File: config.mk
export PLATFORM = sky130hd
export DESIGN_NAME = gpio_top
export DESIGN_NICKNAME = d
export VERILOG_FILES = /design/src/common/gpio_pkg.sv /design/src/common/gpio_reg_if.sv /design/src/gpio_port/gpio_input_sync.sv /design/src/gpio_port/gpio_port.sv /design/src/verilog/gpio_reg_decoder.sv /design/src/verilog/gpio_top.sv
export VERILOG_INCLUDE_DIRS = /design/src /design/src/common
export SDC_FILE = /design/constraint.sdc
export NUM_CORES = 1
export LEC_CHECK = 0
export BUFFER_PORTS_ARGS = -buffer_cell sky130_fd_sc_hd__buf_2
export CAP_MARGIN = 10
export CORE_MARGIN = 3
export CORE_UTILIZATION = 51
export CTS_CLUSTER_SIZE = 40
export DETAILED_ROUTE_END_ITERATION = 7
export GPL_ROUTABILITY_DRIVEN = 0
export PLACE_DENSITY = 0.81
export SLEW_MARGIN = 20
export SYNTH_ARGS = -nofsm -noshare
export SYNTH_HDL_FRONTEND = slang
export SYNTH_SLANG_ARGS = --single-unit
export TNS_END_PERCENT = 20
File: constraint.sdc
create_clock -name mclk -period 10 [get_ports mclk]
set_clock_uncertainty 0.2 [all_clocks]
set_input_delay 0.5 -clock mclk [delete_from_list [all_inputs] [get_ports mclk]]
set_output_delay 0.5 -clock mclk [all_outputs]
set_load 0.03 [all_outputs]
File: src/common/gpio_config.svh
// GPIO register map and sizes

`ifndef GPIO_CONFIG_SVH
`define GPIO_CONFIG_SVH

//////////////////////////////////////////////////
// Address decode
//////////////////////////////////////////////////

`define GPIO_DEC_WD     6         // Bits used by the local decoder
`define GPIO_BASE_ADDR  15'h0000  // Byte address, aligned to decoder width

// First word address of each port window
`define GPIO_P1_WORD    5'h10
`define GPIO_P2_WORD    5'h14

//////////////////////////////////////////////////
// Per-port register offsets
//////////////////////////////////////////////////

`define GPIO_NUM_REGS   7

// Even offsets use the low lane, odd ones the high lane
`define GPIO_REG_IN     0
`define GPIO_REG_OUT    1
`define GPIO_REG_DIR    2
`define GPIO_REG_IFG    3
`define GPIO_REG_IES    4
`define GPIO_REG_IE     5
`define GPIO_REG_SEL    6

`define GPIO_SYNC_STAGES 2  // Input synchronizer depth

`endif

File: src/common/gpio_pkg.sv
// GPIO shared types

package gpio_pkg;

  //////////////////////////////////////////////////
  // Peripheral bus word
  //////////////////////////////////////////////////

  // Byte lanes of the 16-bit peripheral bus
  typedef struct packed {
    logic [7:0] hi;  // Odd register offset
    logic [7:0] lo;  // Even register offset
  } per_bytes_t;

  // One bus word, seen either whole or as two lanes.
  // Registers are byte wide, so lane placement matters on every access
  typedef union packed {
    logic [15:0] word;
    per_bytes_t  bytes;
  } per_word_t;

endpackage

File: src/common/gpio_reg_if.sv
// GPIO decoder to port register bus

`timescale 1ns/1ps

`include "gpio_config.svh"

interface gpio_reg_if
  import gpio_pkg::*;
();

  logic [`GPIO_NUM_REGS-1:0] wr;       // One-hot write strobe per offset
  logic [`GPIO_NUM_REGS-1:0] rd;       // One-hot read select per offset
  logic [7:0]                wr_data;  // Byte from the selected lane
  per_word_t                 rd_word;  // Zero when nothing is read

  modport decoder (
    output wr,
    output rd,
    output wr_data,
    input  rd_word
  );

  modport port (
    input  wr,
    input  rd,
    input  wr_data,
    output rd_word
  );

endinterface

File: src/gpio_port/gpio_input_sync.sv
// GPIO input synchronizer

`timescale 1ns/1ps

`include "gpio_config.svh"

module gpio_input_sync (
  input  logic       mclk,
  input  logic       puc_rst,
  input  logic [7:0] din,   // Asynchronous pins
  output logic [7:0] sync   // Safe to use in the mclk domain
);

  localparam int NSTG = `GPIO_SYNC_STAGES;

  // Stage 0 sees the pins first
  logic [NSTG-1:0][7:0] chain;

  always_ff @(posedge mclk or posedge puc_rst) begin
    if (puc_rst) begin
      chain <= '0;
    end else begin
      chain <= {chain[NSTG-2:0], din};
    end
  end

  assign sync = chain[NSTG-1];  // Last stage

endmodule

File: src/gpio_port/gpio_port.sv
// GPIO port registers and interrupt

`timescale 1ns/1ps

`include "gpio_config.svh"

module gpio_port
  import gpio_pkg::*;
(
  input  logic       mclk,
  input  logic       puc_rst,
  input  logic [7:0] din,      // Pins in, asynchronous
  output logic [7:0] dout,     // OUT register
  output logic [7:0] dout_en,  // DIR register
  output logic [7:0] sel,      // SEL register
  output logic       irq,      // Port interrupt request
  gpio_reg_if.port   bus
);

  localparam int NREG = `GPIO_NUM_REGS;

  logic [7:0] in_sync;    // Synchronized pins, the IN register
  logic [7:0] in_dly;     // IN one cycle later
  logic [7:0] out_r;
  logic [7:0] dir_r;
  logic [7:0] ifg_r;
  logic [7:0] ies_r;      // 1 selects falling edge
  logic [7:0] ie_r;
  logic [7:0] sel_r;
  logic [7:0] in_re;
  logic [7:0] in_fe;
  logic [7:0] ifg_set;
  logic [7:0] reg_val [NREG];
  per_word_t  rd_acc;

  gpio_input_sync u_sync (
    .mclk    (mclk),
    .puc_rst (puc_rst),
    .din     (din),
    .sync    (in_sync)
  );

  //////////////////////////////////////////////////
  // Control registers
  //////////////////////////////////////////////////

  // IN has no storage here, its write strobe is ignored
  always_ff @(posedge mclk or posedge puc_rst) begin
    if (puc_rst) begin
      out_r <= '0;
      dir_r <= '0;
      ies_r <= '0;
      ie_r  <= '0;
      sel_r <= '0;
    end else begin
      if (bus.wr[`GPIO_REG_OUT]) out_r <= bus.wr_data;
      if (bus.wr[`GPIO_REG_DIR]) dir_r <= bus.wr_data;
      if (bus.wr[`GPIO_REG_IES]) ies_r <= bus.wr_data;
      if (bus.wr[`GPIO_REG_IE])  ie_r  <= bus.wr_data;
      if (bus.wr[`GPIO_REG_SEL]) sel_r <= bus.wr_data;
    end
  end

  assign dout    = out_r;
  assign dout_en = dir_r;
  assign sel     = sel_r;

  //////////////////////////////////////////////////
  // Edge detect and flags
  //////////////////////////////////////////////////

  always_ff @(posedge mclk or posedge puc_rst) begin
    if (puc_rst) begin
      in_dly <= '0;
    end else begin
      in_dly <= in_sync;
    end
  end

  assign in_re   = in_sync & ~in_dly;
  assign in_fe   = ~in_sync & in_dly;
  assign ifg_set = (ies_r & in_fe) | (~ies_r & in_re);

  // An edge in the write cycle still sets its flag
  always_ff @(posedge mclk or posedge puc_rst) begin
    if (puc_rst) begin
      ifg_r <= '0;
    end else if (bus.wr[`GPIO_REG_IFG]) begin
      ifg_r <= bus.wr_data | ifg_set;
    end else begin
      ifg_r <= ifg_r | ifg_set;
    end
  end

  assign irq = |(ie_r & ifg_r);

  //////////////////////////////////////////////////
  // Read mux
  //////////////////////////////////////////////////

  always_comb begin
    reg_val[`GPIO_REG_IN]  = in_sync;
    reg_val[`GPIO_REG_OUT] = out_r;
    reg_val[`GPIO_REG_DIR] = dir_r;
    reg_val[`GPIO_REG_IFG] = ifg_r;
    reg_val[`GPIO_REG_IES] = ies_r;
    reg_val[`GPIO_REG_IE]  = ie_r;
    reg_val[`GPIO_REG_SEL] = sel_r;
  end

  // Lane follows the offset's low bit
  always_comb begin
    rd_acc.word = '0;
    for (int i = 0; i < NREG; i++) begin
      if (bus.rd[i]) begin
        if (i[0]) begin
          rd_acc.bytes.hi = rd_acc.bytes.hi | reg_val[i];
        end else begin
          rd_acc.bytes.lo = rd_acc.bytes.lo | reg_val[i];
        end
      end
    end
  end

  assign bus.rd_word = rd_acc;

endmodule

File: src/verilog/gpio_reg_decoder.sv
// GPIO register decoder

`timescale 1ns/1ps

`include "gpio_config.svh"

module gpio_reg_decoder
  import gpio_pkg::*;
(
  input  logic [13:0]      per_addr,
  input  logic [15:0]      per_din,
  input  logic             per_en,
  input  logic [1:0]       per_we,
  output per_word_t        per_dout,
  gpio_reg_if.decoder      p1_bus,
  gpio_reg_if.decoder      p2_bus
);

  localparam int                NREG      = `GPIO_NUM_REGS;
  localparam logic [14:0]       BASE_ADDR = `GPIO_BASE_ADDR;
  localparam logic [4:0]        P1_WORD   = `GPIO_P1_WORD;
  localparam logic [4:0]        P2_WORD   = `GPIO_P2_WORD;
  localparam logic [NREG-1:0]   ONE_HOT   = 1;

  logic            reg_sel;     // Access falls inside the GPIO block
  logic            p1_hit;
  logic            p2_hit;
  logic [1:0]      word_idx;    // Word within a port window
  logic            lo_wr;
  logic            hi_wr;
  logic            rd_acc;
  logic [NREG-1:0] lo_sel;      // Even register of the word
  logic [NREG-1:0] hi_sel;      // Odd register, none for the last word
  logic [NREG-1:0] wr_vec;
  logic [NREG-1:0] rd_vec;
  per_word_t       din_w;

  //////////////////////////////////////////////////
  // Address decode
  //////////////////////////////////////////////////

  assign reg_sel = per_en &
                   (per_addr[13:`GPIO_DEC_WD-1] == BASE_ADDR[14:`GPIO_DEC_WD]);

  // Four words per port window
  assign p1_hit = reg_sel & (per_addr[`GPIO_DEC_WD-2:2] == P1_WORD[`GPIO_DEC_WD-2:2]);
  assign p2_hit = reg_sel & (per_addr[`GPIO_DEC_WD-2:2] == P2_WORD[`GPIO_DEC_WD-2:2]);

  assign word_idx = per_addr[1:0];
  assign lo_sel   = ONE_HOT << {word_idx, 1'b0};
  assign hi_sel   = ONE_HOT << {word_idx, 1'b1};  // Shifts out past SEL

  //////////////////////////////////////////////////
  // Byte-lane strobes
  //////////////////////////////////////////////////

  // Registers are bytes with one shared data byte per port bus.
  // A two-lane write lands in the even register only
  assign lo_wr  = per_we[0];
  assign hi_wr  = per_we[1] & ~per_we[0];
  assign rd_acc = ~|per_we;

  assign wr_vec = (lo_sel & {NREG{lo_wr}}) | (hi_sel & {NREG{hi_wr}});
  assign rd_vec = (lo_sel | hi_sel) & {NREG{rd_acc}};

  assign din_w.word = per_din;

  assign p1_bus.wr      = wr_vec & {NREG{p1_hit}};
  assign p1_bus.rd      = rd_vec & {NREG{p1_hit}};
  assign p1_bus.wr_data = hi_wr ? din_w.bytes.hi : din_w.bytes.lo;

  assign p2_bus.wr      = wr_vec & {NREG{p2_hit}};
  assign p2_bus.rd      = rd_vec & {NREG{p2_hit}};
  assign p2_bus.wr_data = hi_wr ? din_w.bytes.hi : din_w.bytes.lo;

  //////////////////////////////////////////////////
  // Read data combine
  //////////////////////////////////////////////////

  // Unselected ports return zero, so a plain OR is enough
  assign per_dout.word = p1_bus.rd_word.word | p2_bus.rd_word.word;

endmodule

File: src/verilog/gpio_top.sv
// GPIO peripheral top level

`timescale 1ns/1ps

module gpio_top
  import gpio_pkg::*;
(
  input  logic        mclk,        // Main system clock
  input  logic        puc_rst,     // Main system reset
  input  logic [13:0] per_addr,    // Peripheral word address
  input  logic [15:0] per_din,     // Peripheral write data
  input  logic        per_en,      // Peripheral access enable
  input  logic [1:0]  per_we,      // Byte write enables
  input  logic [7:0]  p1_din,      // Port 1 pins in
  input  logic [7:0]  p2_din,      // Port 2 pins in
  output logic [15:0] per_dout,    // Peripheral read data
  output logic        irq_port1,
  output logic        irq_port2,
  output logic [7:0]  p1_dout,
  output logic [7:0]  p1_dout_en,
  output logic [7:0]  p1_sel,
  output logic [7:0]  p2_dout,
  output logic [7:0]  p2_dout_en,
  output logic [7:0]  p2_sel
);

  //////////////////////////////////////////////////
  // Register buses
  //////////////////////////////////////////////////

  gpio_reg_if p1_if ();
  gpio_reg_if p2_if ();

  per_word_t dec_dout;

  assign per_dout = dec_dout.word;

  //////////////////////////////////////////////////
  // Decoder and ports
  //////////////////////////////////////////////////

  gpio_reg_decoder u_dec (
    .per_addr (per_addr),
    .per_din  (per_din),
    .per_en   (per_en),
    .per_we   (per_we),
    .per_dout (dec_dout),
    .p1_bus   (p1_if),
    .p2_bus   (p2_if)
  );

  gpio_port u_port1 (
    .mclk    (mclk),
    .puc_rst (puc_rst),
    .din     (p1_din),
    .dout    (p1_dout),
    .dout_en (p1_dout_en),
    .sel     (p1_sel),
    .irq     (irq_port1),
    .bus     (p1_if)
  );

  gpio_port u_port2 (
    .mclk    (mclk),
    .puc_rst (puc_rst),
    .din     (p2_din),
    .dout    (p2_dout),
    .dout_en (p2_dout_en),
    .sel     (p2_sel),
    .irq     (irq_port2),
    .bus     (p2_if)
  );

endmodule

# ---- Yosys cells after proc, flatten, opt, wreduce, memory -nomap -nowiden
# Cells that the tools add are included.
# W data, S select, Z words.
dict set report op_classes {
  n_eq_ne 2
  shifts 2
  muxes 17
  n_bitwise 47
  n_reduce_logical 5
}
# operator n
set op_table {}
lappend op_table {{$or A8 B8 Y8} 16}
lappend op_table {{$mux W16} 6}
lappend op_table {{$mux W8} 11}
lappend op_table {{$and A8 B8 Y8} 10}
lappend op_table {{$and A7 B7 Y7} 7}
lappend op_table {{$not A8 Y8} 6}
lappend op_table {{$or A16 B16 Y16} 1}
lappend op_table {{$reduce_or A8 Y1} 2}
lappend op_table {{$or A7 B7 Y7} 2}
lappend op_table {{$shl A1 B3 Y7 const A} 2}
lappend op_table {{$logic_not A9 Y1} 1}
lappend op_table {{$eq A3 B3 Y1 const B} 2}
lappend op_table {{$and A1 B1 Y1} 4}
lappend op_table {{$reduce_or A2 Y1} 1}
lappend op_table {{$logic_not A1 Y1} 1}
lappend op_table {{$not A1 Y1} 1}
dict set report totals {
  regBits 144
  inputBits 51
  wordCells 91
}

# ---- Longest topological paths before layout
dict set report depth {
  ltp_word 15
  depth_mapped 7
}

# ---- Cells and area by module
# From an unflattened synthesis, not the netlist that was laid out.
dict set report hier_totals {
  hier_cells 521
  hier_area_um2 6404.9
}
# mod instances cells_per_inst area_per_inst_um2 seq_area_each_um2
set modules_own_cells {}
lappend modules_own_cells {gpio_port 2 187 2466.1 1401.3}
lappend modules_own_cells {gpio_input_sync 2 25 464.2 400.4}
lappend modules_own_cells {gpio_reg_decoder 1 97 544.3 0.0}

# ---- Least setup slack after synthesis
# OpenSTA, ideal clock, no wires.
dict set report synth_path {
  path_kind {input port to output port}
  startpoint {input port per_addr[8]}
  endpoint {output port per_dout[14]}
  arrival_time_ps 2324
  setup_slack_ps 6976
  path_stages 5
  path_cell_list {nor4_4 -> nand3_4 -> or3_1 -> clkbuf_1 -> a211oi_1}
}
dict set report synth_via {
  elab_chain_len 10
}
# element line
set synth_lines {}
lappend synth_lines {{start, declared} gpio_top.sv:10} ;# input logic [13:0] per_addr,
lappend synth_lines {{$logic_not A9 Y1 *} gpio_reg_decoder.sv:43} ;# (per_addr[13:`GPIO_DEC_WD-1] == BASE_ADDR[14:`GPIO_DEC_WD]);
lappend synth_lines {{$and A1 B1 Y1 *} gpio_reg_decoder.sv:42} ;# assign reg_sel = per_en &
lappend synth_lines {{$and A1 B1 Y1, on equally long branches} {gpio_reg_decoder.sv:46, gpio_reg_decoder.sv:47}}
lappend synth_lines {{$and A7 B7 Y7, on equally long branches} {gpio_reg_decoder.sv:69, gpio_reg_decoder.sv:73}}
lappend synth_lines {{$mux W16} gpio_port.sv:115} ;# if (bus.rd[i]) begin
lappend synth_lines {{$or A8 B8 Y8} gpio_port.sv:117} ;# rd_acc.bytes.hi = rd_acc.bytes.hi | reg_val[i];
lappend synth_lines {{$mux W16} gpio_port.sv:115}
lappend synth_lines {{$or A8 B8 Y8} gpio_port.sv:117}
lappend synth_lines {{$mux W16} gpio_port.sv:115}
lappend synth_lines {{$or A16 B16 Y16 *} gpio_reg_decoder.sv:81} ;# assign per_dout.word = p1_bus.rd_word.word | p2_bus.rd_word.word;
lappend synth_lines {{end, declared} gpio_top.sv:16} ;# output logic [15:0] per_dout,
# Mark *: on every way between the ends. The rest lies on a longest branch, timed or not.

# ---- Worst setup path after layout
dict set report layout_path {
  startpoint {input port per_addr[0]}
  endpoint {output port per_dout[4]}
}
dict set report layout_via {
  elab_chain_len 15
}
# element line
set layout_lines {}
lappend layout_lines {{$shl A1 B3 Y7, on equally long branches} {gpio_reg_decoder.sv:50, gpio_reg_decoder.sv:51}}
lappend layout_lines {{$or A7 B7 Y7 *} gpio_reg_decoder.sv:64} ;# assign rd_vec = (lo_sel | hi_sel) & {NREG{rd_acc}};
lappend layout_lines {{$and A7 B7 Y7 *} gpio_reg_decoder.sv:64}
lappend layout_lines {{$and A7 B7 Y7, on equally long branches} {gpio_reg_decoder.sv:69, gpio_reg_decoder.sv:73}}
lappend layout_lines {{$mux W8} gpio_port.sv:115}
lappend layout_lines {{$mux W16} gpio_port.sv:115}
lappend layout_lines {{$or A8 B8 Y8} gpio_port.sv:119} ;# rd_acc.bytes.lo = rd_acc.bytes.lo | reg_val[i];
lappend layout_lines {{$mux W8} gpio_port.sv:115}
lappend layout_lines {{$mux W16} gpio_port.sv:115}
lappend layout_lines {{$or A8 B8 Y8} gpio_port.sv:119}
lappend layout_lines {{$mux W8} gpio_port.sv:115}
lappend layout_lines {{$mux W16} gpio_port.sv:115}
lappend layout_lines {{$or A8 B8 Y8} gpio_port.sv:119}
lappend layout_lines {{$mux W8} gpio_port.sv:115}
lappend layout_lines {{$or A16 B16 Y16 *} gpio_reg_decoder.sv:81}
# Marked as above.

==> summary.txt <==
outcome = finished, violations left
failing checks = hold timing
initial core utilization = 53.4%
clk_lat worst skew = 0.42 ns
Mean Syn Cell Area = 12.4 µm²
dpl cells = 789
antenna fix cells = 0
synth warn = 0
Gate power share = 6.2%
Synth area leaders = dfrtp_1 55%, mux2_2 15%, mux2i_1 3.2%, a21oi_1 3.1%, nor2_1 2.5%
Sequential Power Share = 46.0%
Die Area = 14200 µm²
Post-Syn Nets = 580
WL per Instance = 20.8 µm
largest net degree at the start of global routing = 84
leakage = 0.00382 µW
TritonCTS clock tree = done
Worst R2R Start = u_port2.ies_r[0]$_DFFE_PP0P_
first-pass GRT wire length = 27.9 mm
Syn Std Cell Area = 6540 µm²
worst hold slack = -0.00136 ns
crit path buf inv count = 2
Net Sw Power = 305 µW
Critical Path Max Stage Delay = 0.98 ns
Clk pin slew, worst setup/hold paths = 0.06 ns
fraction of registers with async set/reset = 100%
Max-Cap Viols = 0
setup TNS = 0 ns
Hold Crit Class = in2async
grt total ovfl = 0
Max-slew headroom = 24.6%
most used cell, CP = buf_2
Post-DP Area = 7230 µm²
Root Driver = clkbuf_16
crit-path cells = buf_2, nor2b_1, o2bb2ai_1, o21ai_0, a21oi_1, buf_2
FF-to-FF End = u_port2.ifg_r[0]$_DFF_PP0_
vias in the first global route = 5207
worst path arrival time = 3.06 ns
GR Util All Layers = 25.4%
worst slew pin tran = 1.13 ns
worst-case clock buffer depth = 2
row count = 40
Slew Limit Fails = 0
Syn-to-layout area delta = 22.1%
Antenna Violating Nets Remaining = 0
crit path max fanout = 48
fillers = 923
Post-CTS Setup Inserts = 0
DRT Pass-1 Iters = 7
share of cells above drive strength 1 = 39.7%
Vert. Die Dim = 119 µm
vias per cell = 6.05
post-route insts no fill = 836
Netlist cell types = 38
final setup vio count = 0
switch share = 23.4%
Seq/Total Area, Yosys = 55.1%
overall via count from detail_route = 5056
Final Hold Viols = 1
post-cts sizing count = 0
initial antenna violation count = 0
fmax = 266 MHz
minimum clock period = 3.76 ns
drt first-iter violations = 501
RSZ-0062 raised after global routing = no
top cell type's share of synthesized area = 55.1%
fin crit share = 37.6%
Port Buffers = 116
Final HPWL DP = 11.6 mm
Setup crit start kind = input pin
Synth area leader = dfrtp_1
CTS HTree Levels = 4
Nets = 707
reg2reg setup slack = 8.81 ns
register bit total from synthesis = 144
Primary FF master, synth = dfrtp_1
IO Pins = 117
FF-to-FF path depth = 4
fin area = 7990 µm²
top-count cell post-synth = dfrtp_1
Worst EP required = 9.30 ns
Die W = 119 µm
Post-synth EDFFs = 0
kind of critical path = in2out
Pwr Density = 163 nW/µm²
Cell Int Power = 999 µW
CP max-delay cell = nor2b_1
TritonCTS Sinks = 144
WL final = 17.4 mm
Core ar. = 12300 µm²
Num CTS Buffers = 17
VDD IR max = 0.000123 V
crit-path leading delay family = buffers and inverters
Clk network pwr share = 47.8%
Residual DRC = 0
synth cell count leaders = 144 x dfrtp_1, 88 x mux2_2, 43 x nor2_1
Mapped Cells = 529
critical path capture point type = output pin
-- worst max-delay path by stage --
stage | from | end | cells after the start
after floorplan | puc_rst | u_port1.dout[0]$_DFFE_PP0P_ | 1
after global placement | per_addr[0] | per_dout[14] | 5
after detailed placement | per_addr[0] | u_port1.dout_en[6]$_DFFE_PP0P_ | 5
after CTS | per_addr[0] | per_dout[14] | 5
after global routing | per_addr[0] | per_dout[14] | 5
final | per_addr[0] | per_dout[4] | 6
-- placed cells by master (no fill, tap or decap), drive strengths merged, types with 2 or more instances in the layout --
cell type,synthesis,layout
a21oi,40,40
a22o,12,12
a22oi,15,15
buf,13,118
bufinv,0,2
clkbuf,13,19
clkinv,2,8
clkinvlp,0,3
dfrtp,144,144
dlygate4sd3,0,16
inv,1,2
mux2,96,96
mux2i,21,21
mux4,4,4
nand2,26,26
nand2b,2,2
nand3,14,14
nand4,3,3
nor2,44,44
nor2b,4,4
nor3,19,19
nor4,4,4
o211ai,7,7
o21ai,27,27
o2bb2ai,8,8
or3,2,2
-- worst reg2reg max path: cells and delay by family, from the launching register on --
kind | cells | cell delay (ns)
AO/OA/AOI/OAI | 2 | 0.35
flip-flops | 1 | 0.41
AND/OR/NAND/NOR | 2 | 0.12
-- area by class of cell --
class / count / area (µm²) / area share [%]
Inverter: 3 / 16.3 / 0.204
Clock buffer: 19 / 453 / 5.67
Timing Repair Buffer: 134 / 756 / 9.46
Clock inverter: 12 / 136 / 1.71
Tap cell: 168 / 210 / 2.63
Sequential cell: 144 / 3600 / 45.1
Multi-Input combinational cell: 356 / 2810 / 35.2
-- state kept, by name, summed over array words and instances (netlist names) --
name                  count
u_port1.ies_r             8
u_port2.ifg_r             8
u_port1.u_sync.sync       8
u_port2.in_dly            8
u_port1.dout_en           8
u_port1.in_dly            8
u_port1.sel               8
u_port2.dout              8
u_port2.u_sync.sync       8
u_port2.sel               8
u_port2.ie_r              8
u_port2.dout_en           8
u_port1.u_sync.chain      8
u_port2.u_sync.chain      8
u_port2.ies_r             8
u_port1.ifg_r             8
u_port1.ie_r              8
u_port1.dout              8
-- layer usage --
| metal | wire length, µm | GRT usage (%) | vias to the layer above |
|---|---|---|---|
| met2 | 8510 | 40.5 | 293 |
| met1 | 6980 | 33.4 | 2520 |
| met4 | 430 | 9.63 | 0 |
| met5 | 0 | 0 | - |
| met3 | 1430 | 6.65 | 41 |
| li1 | - | - | 2202 |
-- kinds of logic (layout without fill, tap and decap cells) --
logic type / count (synthesis) / after routing / synth area share (%)
AND/OR/NAND/NOR: 124 / 124 / 10.8
multiplexers: 121 / 121 / 21.6
buffers and inverters: 29 / 168 / 2.01
flip-flops: 144 / 144 / 55.1
AO/OA/AOI/OAI: 111 / 111 / 10.6
-- power by group through the flow --
stage	sequential, µW	combinational (µW)	clock [µW]
after floorplan	608	46.0	0
after global placement	609	73.1	0
after detailed placement	610	74.9	0
after CTS	599	80.6	631
after global routing	600	88.1	657
final	600	81.2	623
-- per-stage QoR --
stage	worst slack [ns]	power (µW)	util (%)	hold WS, ns
2_1_floorplan	5.43	654	-	0.131
3_3_place_gp	6.43	682	59.0	0.132
3_5_place_dp	6.21	685	59.0	0.135
4_1_cts	6.30	1310	65.1	0.0269
5_1_grt	6.07	1350	65.1	0.0594
6_report	6.24	1300	65.1	-0.00136
-- repair_timing --
| action | CTS | global route |
|---|---|---|
| setup endpoints to repair | 0 | 0 |
| hold buffers | 16 | 0 |
| endpoints found under the hold margin | 16 | 0 |
Power figures use the tool's default switching activity.
